===== src/rtl/sram_pkg.sv =====
package sram_pkg;

  // Data width and word address width of the chip
  localparam int SRAM_DW = 16;
  localparam int SRAM_AW = 15;

  // One word access handed from the splitter to the controller
  typedef struct packed {
    logic                 wr;
    logic [SRAM_AW-1:0]   addr;
    logic [SRAM_DW-1:0]   data;
    logic [SRAM_DW/8-1:0] strb;
    logic                 last;
  } sram_req_t;

  typedef struct packed {
    logic [SRAM_DW-1:0] data;
    logic               last;
  } sram_rsp_t;

  // Chip control pins with active low strobes
  typedef struct packed {
    logic [SRAM_AW-1:0]   addr;
    logic                 ce_n;
    logic                 we_n;
    logic                 oe_n;
    logic [SRAM_DW/8-1:0] be_n;
  } sram_pins_t;

endpackage


===== src/rtl/sram_ctrl.sv =====
module sram_ctrl #(
  parameter int AXI_ADDR_WIDTH   = 16,
  parameter int AXI_DATA_WIDTH   = 16,
  parameter int SRAM_WAIT_CYCLES = 1
) (
  input  logic                      clk,
  input  logic                      i_rst,

  input  sram_pkg::sram_req_t       i_req,
  input  logic                      i_req_valid,
  output logic                      o_req_ready,
  output sram_pkg::sram_rsp_t       o_rsp,
  output logic                      o_rsp_valid,
  input  logic                      i_rsp_ready,
  output logic                      o_wr_done,

  output sram_pkg::sram_pins_t      o_pins,
  output logic [AXI_DATA_WIDTH-1:0] o_dq_out,
  output logic                      o_dq_oe,
  input  logic [AXI_DATA_WIDTH-1:0] i_dq
);
  import sram_pkg::*;

  localparam int CNT_W = (SRAM_WAIT_CYCLES > 0) ? $clog2(SRAM_WAIT_CYCLES + 1) : 1;
  localparam int WORD_AW = AXI_ADDR_WIDTH - $clog2(AXI_DATA_WIDTH / 8);

  typedef enum logic [1:0] {
    ST_IDLE,
    ST_ACCESS,
    ST_RECOVER,
    ST_HOLD
  } state_e;

  // Package structs are fixed at the default bus
  if (WORD_AW != SRAM_AW || AXI_DATA_WIDTH != SRAM_DW) begin : g_width_check
    $error("sram_pkg widths do not match the bus parameters");
  end

  state_e             state_q;
  logic [CNT_W-1:0]   cnt_q;
  logic               last_wait;
  sram_req_t          req_q;
  logic [SRAM_DW-1:0] rsp_data_q;

  // Strobes are registered so the chip never sees decode glitches
  logic               ce_n_q;
  logic               we_n_q;
  logic               oe_n_q;
  logic               dq_oe_q;
  logic               wr_done_q;

  assign last_wait   = (cnt_q == CNT_W'(SRAM_WAIT_CYCLES));
  assign o_req_ready = (state_q == ST_IDLE);

  always_ff @(posedge clk) begin
    if (i_rst) begin
      state_q   <= ST_IDLE;
      cnt_q     <= '0;
      ce_n_q    <= 1'b1;
      we_n_q    <= 1'b1;
      oe_n_q    <= 1'b1;
      dq_oe_q   <= 1'b0;
      wr_done_q <= 1'b0;
    end else begin
      wr_done_q <= 1'b0;
      case (state_q)
        ST_IDLE: begin
          if (i_req_valid) begin
            state_q <= ST_ACCESS;
            cnt_q   <= '0;
            ce_n_q  <= 1'b0;
            we_n_q  <= !i_req.wr;
            oe_n_q  <= i_req.wr;
            dq_oe_q <= i_req.wr;
          end
        end
        ST_ACCESS: begin
          if (last_wait) begin
            ce_n_q  <= 1'b1;
            we_n_q  <= 1'b1;
            oe_n_q  <= 1'b1;
            state_q <= req_q.wr ? ST_RECOVER : ST_HOLD;
          end else begin
            cnt_q <= cnt_q + 1'b1;
          end
        end
        // Data still driven while we_n rises
        ST_RECOVER: begin
          dq_oe_q   <= 1'b0;
          wr_done_q <= 1'b1;
          state_q   <= ST_IDLE;
        end
        ST_HOLD: begin
          if (i_rsp_ready) begin
            state_q <= ST_IDLE;
          end
        end
        default: state_q <= ST_IDLE;
      endcase
    end
  end

  always_ff @(posedge clk) begin
    if (o_req_ready && i_req_valid) begin
      req_q <= i_req;
    end
    if (state_q == ST_ACCESS && last_wait && !req_q.wr) begin
      rsp_data_q <= i_dq;
    end
  end

  assign o_pins.addr = req_q.addr;
  assign o_pins.ce_n = ce_n_q;
  assign o_pins.we_n = we_n_q;
  assign o_pins.oe_n = oe_n_q;
  assign o_pins.be_n = ~req_q.strb;

  assign o_dq_out = req_q.data;
  assign o_dq_oe  = dq_oe_q;

  assign o_rsp.data  = rsp_data_q;
  assign o_rsp.last  = req_q.last;
  assign o_rsp_valid = (state_q == ST_HOLD);
  assign o_wr_done   = wr_done_q;

  a_we_oe_excl: assert property (@(posedge clk) disable iff (i_rst)
    we_n_q || oe_n_q);

  // Bus contention guard against the chip output
  a_dq_drive: assert property (@(posedge clk) disable iff (i_rst)
    dq_oe_q |-> (!we_n_q || state_q == ST_RECOVER));

endmodule


===== config.mk =====
export PLATFORM = sky130hd
export DESIGN_NAME = sram_ctrl
export DESIGN_NICKNAME = d
export VERILOG_FILES = /design/src/rtl/sram_pkg.sv /design/src/rtl/sram_ctrl.sv
export SDC_FILE = /design/constraint.sdc
export NUM_CORES = 1
export LEC_CHECK = 0
export BUFFER_PORTS_ARGS = -buffer_cell sky130_fd_sc_hd__clkbuf_2
export CAP_MARGIN = 25
export CORE_MARGIN = 2
export CORE_UTILIZATION = 44
export CTS_CLUSTER_DIAMETER = 100
export DETAILED_ROUTE_END_ITERATION = 7
export PLACE_DENSITY = 0.85
export SYNTH_ARGS = -nofsm -noshare
export SYNTH_HDL_FRONTEND = slang
export SYNTH_SLANG_ARGS = --single-unit
export TNS_END_PERCENT = 5

===== constraint.sdc =====
create_clock -name clk -period 3 [get_ports clk]
set_input_delay 0 -clock clk [delete_from_list [all_inputs] [get_ports clk]]
set_output_delay 0 -clock clk [all_outputs]
set_load 0.05 [all_outputs]

[After elaboration in Yosys (flattened, before gate mapping)]
Cells that the tools add are included.
Storage, ports and cells
  input port bits: 55
  output and inout bits: 57
  word-level logic and storage cells: 49
  bits in latches: 0
  flip-flop bits (word level): 59
  RAM bits: 0
  bits in read-only memories: 0
  memories: 0
Cells by class
  multiplexer cells: 16
  shift-type cells: 0
  div/mod/pow operators: 0
  multipliers: 0
  reduce and logical (&&, ||, !) cells: 12
  magnitude comparators: 0
  bitwise operators: 1
  equal/unequal tests: 6
  add/subtract/negate cells: 1
Operators with widths (number)
  1-bit one-hot mux with 2 select lines: 5
  2-bit one-hot mux with 4 select lines: 1
  1-bit two-way mux: 7
  2-bit two-way mux: 3
  3-bit AND reduction: 2
  2-bit == test, second input constant: 2
  2-bit inequality test, second input constant: 2
  2-bit AND reduction: 2
  2-bit nonzero test: 2
  1-bit logical AND: 3
  2-bit by 1-bit == test with 1-bit output, second input constant: 1
  1-bit zero test: 2
  2-bit zero test: 1
  2-bit by 1-bit inequality test with 1-bit output, second input constant: 1
  2-bit inverter: 1
  1-bit adder, second input constant: 1

[Longest topological paths before layout]
  depth after elaboration: 3
  gate-level depth with buffers: 4
  depth with buffers taken out: 3

[Worst setup path before layout]
Ideal clock, no wire load.
  path kind: register to register
  start point: register state_q[0]
  end point: register rsp_data_q[0] (enable)
  arrival time: 2143 ps
  buffers on the path: 1
  stages on the path, launching flop included: 3
  slack: 426 ps
  setup time: 431 ps
  cells stage by stage: dfxtp_1 buf_2 nor4bb_1
On the way
  longest elaborated chain between the ends: 3
Ends and longest elaborated chain
  start: declaration: RTL line sram_ctrl.sv:39  | state_e state_q;
  start signal: assignment: RTL line sram_ctrl.sv:82  | state_q <= req_q.wr ? ST_RECOVER : ST_HOLD;
  2-bit by 1-bit == test with 1-bit output: RTL line sram_ctrl.sv:107  | if (state_q == ST_ACCESS && last_wait && !req_q.wr) begin
  1-bit logical AND (2 in a row): RTL line sram_ctrl.sv:107
  end signal: assignment: RTL line sram_ctrl.sv:108  | rsp_data_q <= i_dq;
  end: declaration: RTL line sram_ctrl.sv:43  | logic [SRAM_DW-1:0] rsp_data_q;
No other way between the ends.
A chain may end at the register's enable or synchronous reset.

[Final worst setup path]
  start point: register state_q[0]
  end point: register rsp_data_q[14] (enable)
Same word-level chain as after synthesis.

==> metrics.txt <==
GP Congestion=0.825; synthesized-area fraction occupied by and/or/nand/nor cells=4.96%; fin cells=340; critical path startpoint=state_q[0]; Total GRT Usage=20.5%; crit share post-route=62.2%; Setup TNS Final=0 ns; Top Metal Used=met4; DRC violations left=0; TritonCTS clock tree=yes; Ant. Diodes=0; die area=5510 sq um; length of routed met2 wiring=2820 microns; XOR/XNOR share of the synthesized area=0%; Mean Syn Cell Area=16.7 sq um; vias per cell=4.54; YS warnings=0; CTS H-Tree Depth=3; initial antenna violation count=0; clock skew=0.00535 ns; worst hold-check path type=input port to register; DRT iter0 DRCs=81; final wirelength=5410 microns; CTS sink cnt=59; worst r2r src=state_q[0]; largest family of logic cells by synthesized area=buffers and inverters; Post-Syn Nets=185; slowest CP cell=nor4bb_4; Least-Margin Pin Slew=0.979 ns; worst-path maximum fanout=16; Area Growth Syn to Fin=51.3%; compound-gate portion of the synthesized area=3.81%; Metal-1 WL=2040 microns; Syn Std Cell Area=2170 sq um; share of post-route cells with drive strength above 1=47.6%; pwr dens=598 nW/um^2; status=completed; R2R depth=1; Clock Latency Late Sink=0.33 ns; required time of the critical path=2.95 ns; Adder-Cell Fraction of Synth Area=0%; first-pass GRT wire length=7850 microns; register-to-register setup slack=1.13 ns; CP Launch Type=register; critical path class=register to register; f_max=0.536 GHz; Slew Viols, Final=0; Buf/Inv on CP=0; Routed Antenna Nets=0; PortBufs=111; drt first pass iters=4; Seq cells post-synth=59; Seq/Total Area, Yosys=78.0%; Core Util, Final=69.1%; post-route minimum period=1.87 ns; Synth Instances=130; delay of the slowest cell on the worst path=0.88 ns; DR WL met3=400 microns; Worst Path Arrival=1.82 ns; Final Setup Violations=0; final hold vios=0; CTS resizes=0; Worst Hold Launch=i_req_valid; Hold Path Cell Cnt=3; Core Area=4750 sq um; R2R Path End=rsp_data_q[14]; placed cells=271; largest net degree at the start of global routing=35; height of the die=74.2 microns; Overflow after GRT=0; layout net count=323; Initial Util=45.6%; Top Ports=112; count of cell types in the netlist=26; wire per inst=15.9 microns; Crit path max-delay family=simple AND/OR/NAND/NOR gates; Yosys top cell by area=edfxtp_1; Power, Total=1.96 mW; CP endpoint kind=register; share of the synthesized area in the top cell type=70.6%; multiplexer share of the synthesized area=0%; via count=1543; # rows=25; CP cell instances=nor4bb_4; chip width=74.2 microns; WHS Endpoint=o_dq_oe; clk root buf=clkbuf_8; max_slew headroom=34.6%; CTS max path bufs=2; vias in the first global route=1637; top cells by area, synth=edfxtp_1, buf_4, dfxtp_1, o21bai_1, nor2_1; RSZ-0062 raised after global routing=no; Clock transition at path regs=0.06 ns; total CTS buffers=9; Max IR drop VDD=344 uV; hpwl dp=3070 microns; leakage=1.40 nW; max-cap violations=0
## state kept, by name, indices dropped and copies added, names as in the netlist
name / count
o_rsp: 1
o_pins: 15
oe_n_q: 1
ce_n_q: 1
rsp_data_q: 16
req_q: 3
we_n_q: 1
o_wr_done: 1
state_q: 2
o_dq_oe: 1
o_dq_out: 16
cnt_q: 1
## tightest hold or removal path: stages
cell      delay (ns)
clkbuf_2        0.12
nand3_1         0.10
a31oi_1         0.07
## power breakdown
group	internal [mW]	switching [mW]
clock network	0.380	0.305
registers	0.943	0.0229
logic	0.109	0.204
## cell families (layout without fill, tap and decap cells)
family / after synthesis / after routing
and+or+nand+nor: 18 / 18
DFF: 59 / 59
AOI/OAI and AO/OA: 12 / 12
buffers and inverters: 41 / 184
## cells in the mapped netlist, drive strengths merged
| master | count |
|---|---|
| or3 | 2 |
| nand3b | 1 |
| dfxtp | 8 |
| nand2b | 1 |
| nor2b | 1 |
| nor4bb | 1 |
| and2 | 1 |
| a31oi | 2 |
| o31a | 1 |
| edfxtp | 51 |
| o21bai | 3 |
| a21o | 1 |
| nand2 | 3 |
| nor3 | 1 |
| nor3b | 2 |
| inv | 3 |
| a21oi | 2 |
| buf | 38 |
| a22oi | 1 |
| o21ai | 1 |
| nor2 | 4 |
| a31o | 1 |
| nand3 | 1 |
## how the worst max path moves through the flow
stage / end / slack, ns / cells past startpoint
2_1_floorplan: rsp_data_q[0] / 0.43 / 2
4_1_cts: rsp_data_q[14] / 1.13 / 1
3_3_place_gp: rsp_data_q[1] / 1.22 / 1
5_1_grt: rsp_data_q[1] / 1.00 / 1
3_5_place_dp: rsp_data_q[8] / 1.14 / 1
6_report: rsp_data_q[14] / 1.13 / 1
## placed cells by master (no fill, tap or decap), types with 2 or more instances in the layout
cell and count:
clkbuf_8 9, dfxtp_1 8, dlygate4sd3_1 53, clkinv_2 2, inv_1 3, a21oi_1 2
clkbuf_2 111, edfxtp_1 51, nor2_1 4, o21bai_1 3, a31oi_1 2, or3_1 2
clkinvlp_4 2, nand2_1 3
## area by class of cell
class,instances,area [sq um]
Multi-Input combinational cell,30,211
Inverter,3,11.3
Clock buffer,9,124
Timing Repair Buffer,165,1090
Clock inverter,7,67.6
Fill cell,329,1470
Tap cell,67,83.8
Sequential cell,59,1690
## metrics by stage
stage               setup slack (ns)  area (sq um)  hold WS [ns]
detailed placement              1.14          2560         0.179
floorplan                      0.426          2170        0.0989
global placement                1.22          2560         0.177
finish                          1.13          3280        0.0181
global route                    1.00          3280        0.0277
CTS                             1.13          3280       0.00241
## what timing repair did
item | CTS | global route
setup buffers | 0 | 0
endpoints found under the setup margin | 0 | 0
hold buffers | 53 | 0
hold endpoints to repair | 59 | 0
## routing by layer
| metal | GRT usage [%] | up-vias |
|---|---|---|
| met2 | 36.6 | 87 |
| met3 | 7.72 | 15 |
| met5 | 0 | - |
| li1 | - | 710 |
| met1 | 20.3 | 731 |
| met4 | 11.9 | 0 |
Power figures use the tool's default switching activity.
