`src/rtl/axi_pkg.sv`:
```
package axi_pkg;

  // Default widths match the top level parameters
  localparam int AXI_AW = 16;
  localparam int AXI_DW = 16;
  localparam int AXI_IW = 4;

  // Burst type codes where WRAP counts as INCR
  localparam logic [1:0] AXI_BURST_FIXED = 2'b00;
  localparam logic [1:0] AXI_BURST_INCR = 2'b01;

  typedef enum logic [1:0] {
    AXI_RESP_OKAY   = 2'b00,
    AXI_RESP_SLVERR = 2'b10
  } axi_resp_e;

  // AW and AR channel payload
  typedef struct packed {
    logic [AXI_IW-1:0] id;
    logic [AXI_AW-1:0] addr;
    logic [7:0]        len;
    logic [2:0]        size;
    logic [1:0]        burst;
  } axi_addr_t;

  // W channel payload
  typedef struct packed {
    logic [AXI_DW-1:0]   data;
    logic [AXI_DW/8-1:0] strb;
    logic                last;
  } axi_wbeat_t;

endpackage

```
`src/rtl/sram_pkg.sv`:
```
package sram_pkg;

  // Data width and word address width of the chip
  localparam int SRAM_DW = 16;
  localparam int SRAM_AW = 15;

  // One word access handed from the splitter to the controller
  typedef struct packed {
    logic                 wr;
    logic [SRAM_AW-1:0]   addr;
    logic [SRAM_DW-1:0]   data;
    logic [SRAM_DW/8-1:0] strb;
    logic                 last;
  } sram_req_t;

  typedef struct packed {
    logic [SRAM_DW-1:0] data;
    logic               last;
  } sram_rsp_t;

  // Chip control pins with active low strobes
  typedef struct packed {
    logic [SRAM_AW-1:0]   addr;
    logic                 ce_n;
    logic                 we_n;
    logic                 oe_n;
    logic [SRAM_DW/8-1:0] be_n;
  } sram_pins_t;

endpackage

```
`src/rtl/axi_burst_split.sv`:
```
module axi_burst_split #(
  parameter int AXI_ADDR_WIDTH = 16,
  parameter int AXI_DATA_WIDTH = 16,
  parameter int AXI_ID_WIDTH   = 4
) (
  input  logic                      clk,
  input  logic                      i_rst,

  input  axi_pkg::axi_addr_t        i_aw,
  input  logic                      i_aw_valid,
  output logic                      o_aw_ready,
  input  axi_pkg::axi_wbeat_t       i_w,
  input  logic                      i_w_valid,
  output logic                      o_w_ready,
  output logic [AXI_ID_WIDTH-1:0]   o_b_id,
  output axi_pkg::axi_resp_e        o_b_resp,
  output logic                      o_b_valid,
  input  logic                      i_b_ready,

  input  axi_pkg::axi_addr_t        i_ar,
  input  logic                      i_ar_valid,
  output logic                      o_ar_ready,
  output logic [AXI_ID_WIDTH-1:0]   o_r_id,
  output logic [AXI_DATA_WIDTH-1:0] o_r_data,
  output axi_pkg::axi_resp_e        o_r_resp,
  output logic                      o_r_last,
  output logic                      o_r_valid,
  input  logic                      i_r_ready,

  output sram_pkg::sram_req_t       o_req,
  output logic                      o_req_valid,
  input  logic                      i_req_ready,
  input  sram_pkg::sram_rsp_t       i_rsp,
  input  logic                      i_rsp_valid,
  output logic                      o_rsp_ready,
  input  logic                      i_wr_done
);
  import axi_pkg::*;
  import sram_pkg::*;

  localparam int LSB = $clog2(AXI_DATA_WIDTH / 8);
  localparam int WORD_AW = AXI_ADDR_WIDTH - LSB;

  // Held burst
  logic                    busy_q;
  logic                    is_wr_q;
  logic [AXI_ID_WIDTH-1:0] id_q;
  logic [WORD_AW-1:0]      addr_q;
  logic [1:0]              burst_q;
  logic                    iss_pend_q;
  logic [7:0]              iss_left_q;
  logic [7:0]              cmp_left_q;

  logic                    b_valid_q;
  logic                    err_q;
  logic                    prio_wr_q;

  // Output beat register holding the second beat in flight
  sram_req_t               req_q;
  logic                    req_valid_q;

  logic                    idle;
  logic                    aw_go;
  logic                    ar_go;
  logic                    load_ok;
  logic                    beat_go;
  logic                    w_go;
  logic                    rd_done;
  axi_addr_t               addr_sel;

  // Read wins a tie first, then the two take turns
  assign idle       = !busy_q && !b_valid_q;
  assign o_ar_ready = idle && (!i_aw_valid || !prio_wr_q);
  assign o_aw_ready = idle && (!i_ar_valid || prio_wr_q);
  assign ar_go      = o_ar_ready && i_ar_valid;
  assign aw_go      = o_aw_ready && i_aw_valid;
  assign addr_sel   = aw_go ? i_aw : i_ar;

  assign load_ok   = !req_valid_q || i_req_ready;
  assign o_w_ready = busy_q && is_wr_q && iss_pend_q && load_ok;
  assign w_go      = o_w_ready && i_w_valid;
  assign beat_go   = busy_q && iss_pend_q && load_ok && (!is_wr_q || i_w_valid);
  assign rd_done   = i_rsp_valid && i_r_ready && i_rsp.last;

  always_ff @(posedge clk) begin
    if (i_rst) begin
      busy_q      <= 1'b0;
      iss_pend_q  <= 1'b0;
      req_valid_q <= 1'b0;
      b_valid_q   <= 1'b0;
      err_q       <= 1'b0;
      prio_wr_q   <= 1'b0;
    end else begin
      if (aw_go || ar_go) begin
        busy_q     <= 1'b1;
        iss_pend_q <= 1'b1;
        err_q      <= 1'b0;
        prio_wr_q  <= ar_go;
      end
      if (beat_go && iss_left_q == 8'd0) begin
        iss_pend_q <= 1'b0;
      end

      if (beat_go) begin
        req_valid_q <= 1'b1;
      end else if (i_req_ready) begin
        req_valid_q <= 1'b0;
      end

      // wlast must line up with the beat count from AW
      if (w_go && (i_w.last != (iss_left_q == 8'd0))) begin
        err_q <= 1'b1;
      end

      if (i_wr_done && cmp_left_q == 8'd0) begin
        busy_q    <= 1'b0;
        b_valid_q <= 1'b1;
      end
      if (rd_done) begin
        busy_q <= 1'b0;
      end
      if (b_valid_q && i_b_ready) begin
        b_valid_q <= 1'b0;
      end
    end
  end

  always_ff @(posedge clk) begin
    if (aw_go || ar_go) begin
      is_wr_q    <= aw_go;
      id_q       <= addr_sel.id;
      addr_q     <= addr_sel.addr[AXI_ADDR_WIDTH-1:LSB];
      iss_left_q <= addr_sel.len;
      cmp_left_q <= addr_sel.len;
      burst_q    <= (addr_sel.burst == AXI_BURST_FIXED) ? AXI_BURST_FIXED : AXI_BURST_INCR;
    end

    if (beat_go) begin
      req_q.wr   <= is_wr_q;
      req_q.addr <= addr_q;
      req_q.data <= is_wr_q ? i_w.data : '0;
      req_q.strb <= is_wr_q ? i_w.strb : '1;
      req_q.last <= (iss_left_q == 8'd0);
      iss_left_q <= iss_left_q - 8'd1;
      if (burst_q != AXI_BURST_FIXED) begin
        addr_q <= addr_q + 1'b1;
      end
    end

    if (i_wr_done) begin
      cmp_left_q <= cmp_left_q - 8'd1;
    end
  end

  assign o_req       = req_q;
  assign o_req_valid = req_valid_q;

  assign o_b_valid = b_valid_q;
  assign o_b_id    = id_q;
  assign o_b_resp  = err_q ? AXI_RESP_SLVERR : AXI_RESP_OKAY;

  // Read beats pass straight through and rready stalls the controller
  assign o_r_valid   = i_rsp_valid;
  assign o_r_data    = i_rsp.data;
  assign o_r_last    = i_rsp.last;
  assign o_r_id      = id_q;
  assign o_r_resp    = AXI_RESP_OKAY;
  assign o_rsp_ready = i_r_ready;

  a_req_hold: assert property (@(posedge clk) disable iff (i_rst)
    o_req_valid && !i_req_ready |=> o_req_valid && $stable(o_req));

  a_wlast_match: assert property (@(posedge clk) disable iff (i_rst)
    i_w_valid && o_w_ready |-> i_w.last == (iss_left_q == 8'd0));

endmodule

```
`config.mk`:
```
export PLATFORM = sky130hd
export DESIGN_NAME = axi_burst_split
export DESIGN_NICKNAME = d
export VERILOG_FILES = /design/src/rtl/axi_pkg.sv /design/src/rtl/sram_pkg.sv /design/src/rtl/axi_burst_split.sv
export SDC_FILE = /design/constraint.sdc
export NUM_CORES = 1
export LEC_CHECK = 0
export BUFFER_PORTS_ARGS = -buffer_cell sky130_fd_sc_hd__buf_2
export CAP_MARGIN = 20
export CORE_UTILIZATION = 52
export CTS_BUF_LIST = sky130_fd_sc_hd__clkbuf_4 sky130_fd_sc_hd__clkbuf_8
export DETAILED_ROUTE_END_ITERATION = 10
export PLACE_DENSITY_LB_ADDON = 0.08
export SLEW_MARGIN = 40
export SYNTH_ARGS = -nofsm -noshare
export SYNTH_HDL_FRONTEND = slang
export SYNTH_SLANG_ARGS = --single-unit
```
`constraint.sdc`:
```
create_clock -name clk -period 4.4 [get_ports clk]
set_clock_uncertainty 0.1 [all_clocks]
set_input_delay 0 -clock clk [delete_from_list [all_inputs] [get_ports clk]]
set_output_delay 0 -clock clk [all_outputs]
set_load 0.05 [all_outputs]
```
; ---- Word level (Yosys, flattened, before mapping)
; Index checks and enable logic that the tools add are counted.
[word_totals]
regBits = 79
input_bits = 112
output_inout_bits = 71
elab_cells = 75
[op_classes]
addsub = 3
eq_ne = 1
muxes = 13
reduce_logical = 41
[op_table]
columns = op, count
row1 = $mux W15, 3
row2 = $mux W33, 1
row3 = $mux W8, 3
row4 = $logic_and A1 B1 Y1, 18
row5 = $logic_not A8 Y1, 2
row6 = $sub A8 B1 Y8 const B, 2
row7 = $add A15 B1 Y15 const B, 1
row8 = $reduce_bool A2 Y1, 5
row9 = $logic_not A1 Y1, 7
row10 = $logic_or A1 B1 Y1, 5
row11 = $mux W1, 5
row12 = $reduce_or A2 Y1, 2
row13 = $reduce_or A3 Y1, 1
row14 = $logic_not A2 Y1, 1
row15 = $mux W2, 1
row16 = $ne A1 B1 Y1, 1

; ---- Longest topological paths before layout
; Gate-level depths: netlist (run 1).
[logic_depth]
word_depth = 8
mapped_depth = 7
mapped_depth_nobuf = 7

; ---- Least setup slack after synthesis (run 1)
; OpenSTA, ideal clock, no wires.
[synth_path]
path_type = register to register
startpoint = register b_valid_q, in the netlist o_b_valid
endpoint = register prio_wr_q
setup_ps = 72
arrival_time_ps = 2041
t_required_ps = 4228
setup_slack_ps = 2187
stages_incl_launch_ff = 4
path_buffers = 0
period_less_slack_ps = 2213
cell_sequence = dfxtp_1 > a211oi_1 > a22oi_1 > nor2_1
[synth_between]
elab_chain_cells = 5
word_cells_on_any_way = 7
cone_classes = reduce/logical: 7
[synth_rtl]
columns = element, line_no
row1 = "start, declared", axi_burst_split.sv:54  ; logic b_valid_q;
row2 = "start signal, assigned", axi_burst_split.sv:90  ; b_valid_q <= 1'b0;
row3 = "start signal, assigned", axi_burst_split.sv:117  ; b_valid_q <= 1'b1;
row4 = "start signal, assigned", axi_burst_split.sv:123  ; b_valid_q <= 1'b0;
row5 = $logic_not A1 Y1 *, axi_burst_split.sv:72  ; assign idle = !busy_q && !b_valid_q;
row6 = $logic_and A1 B1 Y1 *, axi_burst_split.sv:72
row7 = $logic_and A1 B1 Y1 *, axi_burst_split.sv:73  ; assign o_ar_ready = idle && (!i_aw_valid || !prio_wr_q);
row8 = named net o_ar_ready, axi_burst_split.sv:22  ; output logic o_ar_ready,
row9 = $logic_and A1 B1 Y1 *, axi_burst_split.sv:75  ; assign ar_go = o_ar_ready && i_ar_valid;
row10 = $logic_or A1 B1 Y1, axi_burst_split.sv:94  ; if (aw_go || ar_go) begin
row11 = "end signal, assigned", axi_burst_split.sv:98  ; prio_wr_q <= ar_go;
row12 = "end, declared", axi_burst_split.sv:56  ; logic prio_wr_q;
; Mark *: on every way through the listed nets, which the timed path passes. The rest lies on a longest branch.
; A chain may end at the register's enable or synchronous reset.

; ---- Worst setup path in the final report (run 1)
[layout_path]
startpoint = input i_ar_valid
endpoint = register addr_q[3]
[layout_between]
elab_chain_cells = 8
word_cells_on_any_way = 10
cone_classes = mux: 4 / reduce/logical: 6
[layout_rtl]
columns = element, line_no
row1 = "start, declared", axi_burst_split.sv:21  ; input logic i_ar_valid,
row2 = $logic_not A1 Y1, axi_burst_split.sv:74  ; assign o_aw_ready = idle && (!i_ar_valid || prio_wr_q);
row3 = $logic_or A1 B1 Y1, axi_burst_split.sv:74
row4 = $logic_and A1 B1 Y1, axi_burst_split.sv:74
row5 = $logic_and A1 B1 Y1, axi_burst_split.sv:76  ; assign aw_go = o_aw_ready && i_aw_valid;
row6 = $mux W33 or $logic_or A1 B1 Y1 (tied branches), "axi_burst_split.sv:77, axi_burst_split.sv:129"
row7 = $mux W15 *, axi_burst_split.sv:129  ; if (aw_go || ar_go) begin
row8 = $mux W15, axi_burst_split.sv:145  ; if (burst_q != AXI_BURST_FIXED) begin
row9 = $mux W15 *, axi_burst_split.sv:138  ; if (beat_go) begin
row10 = "end signal, assigned", axi_burst_split.sv:132  ; addr_q <= addr_sel.addr[AXI_ADDR_WIDTH-1:LSB];
row11 = "end signal, assigned", axi_burst_split.sv:146  ; addr_q <= addr_q + 1'b1;
row12 = "end, declared", axi_burst_split.sv:48  ; logic [WORD_AW-1:0] addr_q;
; Every way passes the cells marked *; elsewhere a longest branch is shown, timed or not.

==> reports/metrics.cfg, run 1 <==
[setup_path]
crit_path_end=addr_q[3]$_DFF_P_
r2r_setup_slack_ns=1.33
crit_start=i_ar_valid
cp-start-kind=input pin
crit_type=input pin to register
critPathRequiredTime_ns=4.55
cp-end-kind=register
crit_fanout=25
reg2regPathDepth=6
reg2reg_from=busy_q$_SDFFE_PP0N_
r2r_end=addr_q[3]$_DFF_P_
cp.arrival_ns=3.36

[sta]
fmax_mhz=311
setup_viol=0
rsz0062_at_grt=no
worst_pin_slew_ns=0.802
drv_slew=0
max-slew-margin-rel_pct=46.2
hold_viol_final=0
setup_tns_ns=0
post-route-period-util_pct=73.1
layout_min_cycle_time_ns=3.22

[logic_synthesis]
synth_cells=347
syn_area_per_cell_um2=11.2
synthFlopType=edfxtp_1
yosys.area.top_type=edfxtp_1
synth.most_common_cell=edfxtp_1
ys_ff_latch=78
ys_async_sr_fraction_pct=0
ys_types=51
synth_area_leaders=edfxtp_1 (44%), dfxtp_1 (11%), buf_4 (5.6%)
synth_top_cells_by_count=edfxtp_1 (57), nand2_1 (38), buf_4 (29)
ys_warn_count=0
synth_edf_count=57
yosysTopAreaCellShare_pct=44.2
seq_area_frac_synth_pct=55.1
netlist_area_mm2=0.00387

[floorplanning]
rows=31
core_mm2=0.00721
ios=183
floorplan.initialDensity_pct=53.6
die_h_um=88.3
fp.dieW_um=88.3
dieArea_mm2=0.00779

[finish]
regArea_mm2=0.00213
multi_input_area_mm2=0.00143
fillers=511
antennaDiodeCount=0
area_delta_synth_final_pct=43.3
layout-drive-gt1-share_pct=30.2
nNetsFinal=671

[clock_tree]
cts_setup_buffers=0
clockBufferDepth=2
root_buffer=clkbuf_8
postCtsHoldBufs=94
clk_transition_reported_paths_ns=0.08
htreeDepth=3
clock_latency_ns=0.34
cts_tree=built
post_cts_resized=0
cts.sinks=78
cts_made_buffers=9

[power_and_ir_drop]
power_frac_clock_pct=25.6
leakage_nw=2.41
intPower_mw=1.37
power_frac_seq_pct=48.8
powerDensity_mw_per_mm2=359
comb_power_share_pct=25.5
power.total_mw=1.99
sw_frac_of_total_pct=31.3
p_sw_mw=0.623
ir_drop_v=0.000254

[global_route]
met2_usage_pct=45.3
global_route.usage.met1_pct=31.5
grt_pass1_wl_um=14900
top_usage_layer=met2
grt_max_degree=32
antenna_found_initial=0
met3_usage_pct=3.54
grt_pass1_vias=3193
grt-ovfl-total=0
grt_usage_pct=25.2

[placed_design]
place.gp.congestion=0.806
place_hpwl_um=5760
portBuffers=139

[outcome]
status=finished clean

[min_path]
hp-class=input pin to register

[route]
wl_per_cell_um=14.6
dr.pass1.iters=4
drtIter0Drc=165
drtAntennaViolNets=0
drt-total-wl_um=9640
vias_per_cell=5.18
drcViolationCount=0
vias=3410

[run]
cap_viol_max_count=0

==> worst min-delay path by stage <==
stage / startpoint / to / slack [ns] / depth (start not counted)
finish: i_aw[7] / cmp_left_q[2]$_DFFE_PP_ / 0.007 / 3
detailed placement: i_rsp[4] / o_r_data[3] / -0.1 / 0
global placement: i_rsp[4] / o_r_data[3] / -0.1 / 0
CTS: i_aw[7] / iss_left_q[2]$_DFFE_PP_ / 0.006 / 3
global route: i_ar[8] / iss_left_q[3]$_DFFE_PP_ / 0.03 / 3
floorplan: i_rst / o_req_valid$_SDFFE_PP0P_ / -0.03 / 1
==> placed cells by master, fill, tap and decap left out, drive strengths merged, types with 3 or more instances in the layout <==
cell type    instances
nand2b               7
nand4                7
ha                   5
nand3               11
and4                 3
mux2i               19
a311o                4
inv                  6
nor2                27
nand2               38
nor3                13
xnor2                6
a21oi               11
a211oi               8
dlygate4sd3         94
or3                  4
buf                141
dfxtp               21
clkinv               5
conb                 3
and2                18
a311oi               3
and3                10
edfxtp              57
o21ai                5
clkbuf              10
xor2                 7
==> logic make-up after synthesis <==
kind of cell	share of synthesized area (%)
adder cells (fa/ha/maj)	1.62
multiplexers	5.21
flip-flops	55.1
AO/OA/AOI/OAI	7.60
buffers and inverters	8.21
other	0.0969
XOR/XNOR	2.94
AND/OR/NAND/NOR	19.2
==> routing by layer <==
layer | vias up | share of wire [%]
met5 | - | 0
met4 | 0 | 1.4
met3 | 15 | 6.1
met2 | 158 | 51
met1 | 1601 | 41
li1 | 1636 | -
==> layout make-up <==
class,count,share of cell area [%]
flip-flops and latches,78,38.4
inverters,7,0.474
well taps,99,2.23
multi-input cells,223,25.7
repair buffers,235,29.8
clock buffers,10,2.37
clock inverters,6,0.970
==> power by group through the flow <==
| stage | registers, mW | logic (mW) | clock network (mW) |
|---|---|---|---|
| after floorplan | 1.03 | 0.288 | 0 |
| after global placement | 0.980 | 0.382 | 0 |
| after detailed placement | 0.985 | 0.389 | 0 |
| after CTS | 0.969 | 0.501 | 0.512 |
| after global routing | 0.983 | 0.548 | 0.547 |
| final | 0.971 | 0.509 | 0.510 |
==> critical path: stages <==
cell and delay [ns]:
dlygate4sd3_1 0.54, buf_2 0.14, o21ai_2 0.60, clkinv_1 0.88
and3_1 0.41, dlygate4sd3_1 0.56, a211oi_1 0.23
==> state kept, by name, summed over array words and instances (netlist names) <==
name / cells
o_req: 35
addr_q: 15
cmp_left_q: 8
iss_left_q: 8
o_b_id: 4
burst_q: 1
busy_q: 1
err_q: 1
is_wr_q: 1
iss_pend_q: 1
o_b_valid: 1
o_req_valid: 1
prio_wr_q: 1
==> through the flow <==
step           instance area, µm²  hold WS (ns)  std cells  setup slack, ns  util (%)
6_report                     5550       0.00747        658             1.18      76.9
5_1_grt                      5550        0.0318        658             1.04      76.9
4_1_cts                      5550       0.00567        658             1.63      76.9
3_5_place_dp                 4420       -0.0997        548             1.87      61.3
3_3_place_gp                 4420       -0.0997        548             1.90      61.3
2_1_floorplan                3880       -0.0309        349             2.19         -
No activity file was read; power rests on OpenSTA's default activity.
==> run 2, diff against run 1 <==
Settings changed: CORE_UTILIZATION 52 to 48.
Clock period 4.4 ns to 3.2 ns, I/O delays scaled along.
==> reports/metrics.cfg, run 2 (synthesized netlist as in run 1, its figures left out) <==
[outcome]
status=finished clean  ; unchanged

[clock_tree]
clk_transition_reported_paths_ns=0.07  ; was 0.08 ns
cts_tree=built  ; unchanged
root_buffer=clkbuf_8  ; unchanged
cts_made_buffers=9  ; unchanged
clockBufferDepth=2  ; unchanged
htreeDepth=3  ; unchanged
cts_setup_buffers=0  ; unchanged
cts.sinks=78  ; unchanged
clock_latency_ns=0.34  ; about the same

[finish]
layout-drive-gt1-share_pct=31.3  ; was 30.2%
largest_register_ffs=35  ; unchanged
stdcell_count=664  ; was 658
regArea_mm2=0.00213  ; unchanged
layout_commonest_cell=buf_2  ; unchanged
nNetsFinal=674  ; was 671
antennaDiodeCount=0  ; unchanged
multi_input_area_mm2=0.00143  ; about the same
mostFrequentLayoutCells=buf_2 (139), dlygate4sd3_1 (94), edfxtp_1 (57)  ; unchanged
fillers=629  ; was 511
area_delta_synth_final_pct=44.4  ; was 43.3%
finish.utilization_pct=71.9  ; was 76.9%

[sta]
setup_tns_ns=0  ; unchanged
max-slew-margin-rel_pct=51.6  ; was 46.2%
post-route-period-util_pct=88.7
setup_viol=0  ; unchanged
drv_slew=0  ; unchanged
fmax_mhz=352
layout_min_cycle_time_ns=2.84
worst_pin_slew_ns=0.726  ; was 0.802 ns
hold_viol_final=0  ; unchanged
worst_slack_ns=0.360  ; was 1.18 ns
rsz0062_at_grt=no  ; unchanged

[route]
drtAntennaViolNets=0  ; unchanged
vias_per_cell=5.00  ; was 5.18
dr.pass1.iters=4  ; unchanged
wl_per_cell_um=14.3  ; was 14.6 µm
vias=3322  ; was 3,410
drtIter0Drc=95  ; was 165
drcViolationCount=0  ; unchanged
drt-total-wl_um=9470  ; was 9640 µm

[floorplanning]
die_h_um=91.8  ; was 88.3 µm
ios=183  ; unchanged
fp.dieW_um=91.8  ; was 88.3 µm
core_mm2=0.00777  ; was 0.00721 mm²
floorplan.initialDensity_pct=49.8  ; was 53.6%
dieArea_mm2=0.00843  ; was 0.00779 mm²
rows=32  ; was 31

[power_and_ir_drop]
ir_drop_v=0.000284  ; was 0.000254 V
powerDensity_mw_per_mm2=495  ; was 359 mW/mm²
leakage_nw=2.44  ; was 2.41 nW

[global_route]
grt_max_degree=37  ; was 32
grt_usage_pct=22.5  ; was 25.2%
grt_pass1_vias=3155  ; was 3,193
grt_pass1_wl_um=14600  ; was 14,900 µm
antenna_found_initial=0  ; unchanged
grt-ovfl-total=0  ; unchanged

[setup_path]
cp-end-kind=register  ; unchanged
crit_family=buffers and inverters  ; unchanged
critPathRequiredTime_ns=3.30  ; was 4.55 ns
max_stage_delay_ns=0.57  ; was 0.88 ns
cp-start-kind=register  ; was input pin
crit_chain=nor2_1, nand3_2, inv_2, nor3_1, dlygate4sd3_1, nor2_1, dlygate4sd3_1  ; was dlygate4sd3_1, buf_2, o21ai_2, clkinv_1, and3_1, dlygate4sd3_1, a211oi_1
crit_fanout=19  ; was 25
cp.arrival_ns=2.94  ; was 3.36 ns
reg2reg_from=o_b_valid$_SDFFE_PP0P_  ; was busy_q$_SDFFE_PP0N_
reg2regPathDepth=7  ; was 6
r2r_setup_slack_ns=0.36  ; was 1.33 ns
r2r_end=burst_q[0]$_DFFE_PN_  ; was addr_q[3]$_DFF_P_
crit_type=register to register  ; was input pin to register
crit_slowest_cell=dlygate4sd3_1  ; was clkinv_1
crit_buf_inv=3  ; was 4

[placed_design]
portBuffers=139  ; unchanged
place.gp.congestion=0.799  ; was 0.806
place_hpwl_um=5930  ; was 5760 µm
place_ws_ns=0.992  ; was 1.87 ns
dp.cells=554  ; was 548

[min_path]
hp-start=i_ar[19]  ; was i_aw[7]
hold_path_depth=4  ; was 3
hp-class=input pin to register  ; unchanged
hold_end=addr_q[5]$_DFF_P_  ; was cmp_left_q[2]$_DFFE_PP_

[run]
cap_viol_max_count=0  ; unchanged

[run 2: changes by cell type in the layout (fill, tap and decap cells not counted), sizes merged]
cell      change
buf           +3
clkbuf        +1
clkinv        -1
clkinvlp      -1
inv           +1
[run 2: power breakdown]
part	switching [mW]	leakage, nW	internal (mW)
Combinational	0.413	1.62	0.299
Sequential	0.101	0.715	1.23
Clock	0.340	0.106	0.385
Total	0.854	2.44	1.91
[run 2: worst max path at each step]
| stage | to | slack [ns] | cells past startpoint | startpoint |
|---|---|---|---|---|
| floorplan | prio_wr_q$_SDFFE_PP0N_ | 0.99 | 3 | o_b_valid$_SDFFE_PP0P_ |
| global placement | cmp_left_q[5]$_DFFE_PP_ | 1.02 | 5 | o_b_valid$_SDFFE_PP0P_ |
| detailed placement | addr_q[13]$_DFF_P_ | 0.99 | 6 | is_wr_q$_DFFE_PN_ |
| CTS | burst_q[0]$_DFFE_PN_ | 0.10 | 7 | o_b_valid$_SDFFE_PP0P_ |
| global route | burst_q[0]$_DFFE_PN_ | 0.15 | 7 | busy_q$_SDFFE_PP0N_ |
| finish | burst_q[0]$_DFFE_PN_ | 0.36 | 7 | o_b_valid$_SDFFE_PP0P_ |
[run 2: cell type report]
type                    instances  share of cell area (%)
well taps                     102                    2.28
flip-flops and latches         78                    38.2
multi-input cells             223                    25.6
clock buffers                  11                    2.60
repair buffers                238                    30.0
inverters                       7                   0.470
clock inverters                 5                   0.896
[run 2: tightest hold or removal path: stages]
cell     delay, ns
buf_2         0.09
or3_1         0.10
o21ai_0       0.07
nor3_1        0.15
[run 2: per-stage QoR]
| step | area [µm²] | power [mW] | hold WS [ns] |
|---|---|---|---|
| floorplan | 3880 | 1.81 | -0.0309 |
| global placement | 4450 | 1.88 | -0.0997 |
| detailed placement | 4450 | 1.90 | -0.0997 |
| CTS | 5580 | 2.77 | 0.000438 |
| global route | 5590 | 2.90 | 0.0327 |
| finish | 5590 | 2.77 | 0.00758 |
[run 2: what timing repair did]
action,CTS,global route
hold buffers,94,0
hold endpoints to repair,74,0
setup endpoints to repair,0,1
resized for setup,0,1
[run 2: metal layers]
metal	GRT usage, %	vias to the layer above	wire length (µm)
met3	4.06	11	463
met1	27.4	1545	4150
met5	0	-	0
met2	40.2	123	4750
li1	-	1643	-
met4	7.55	0	112
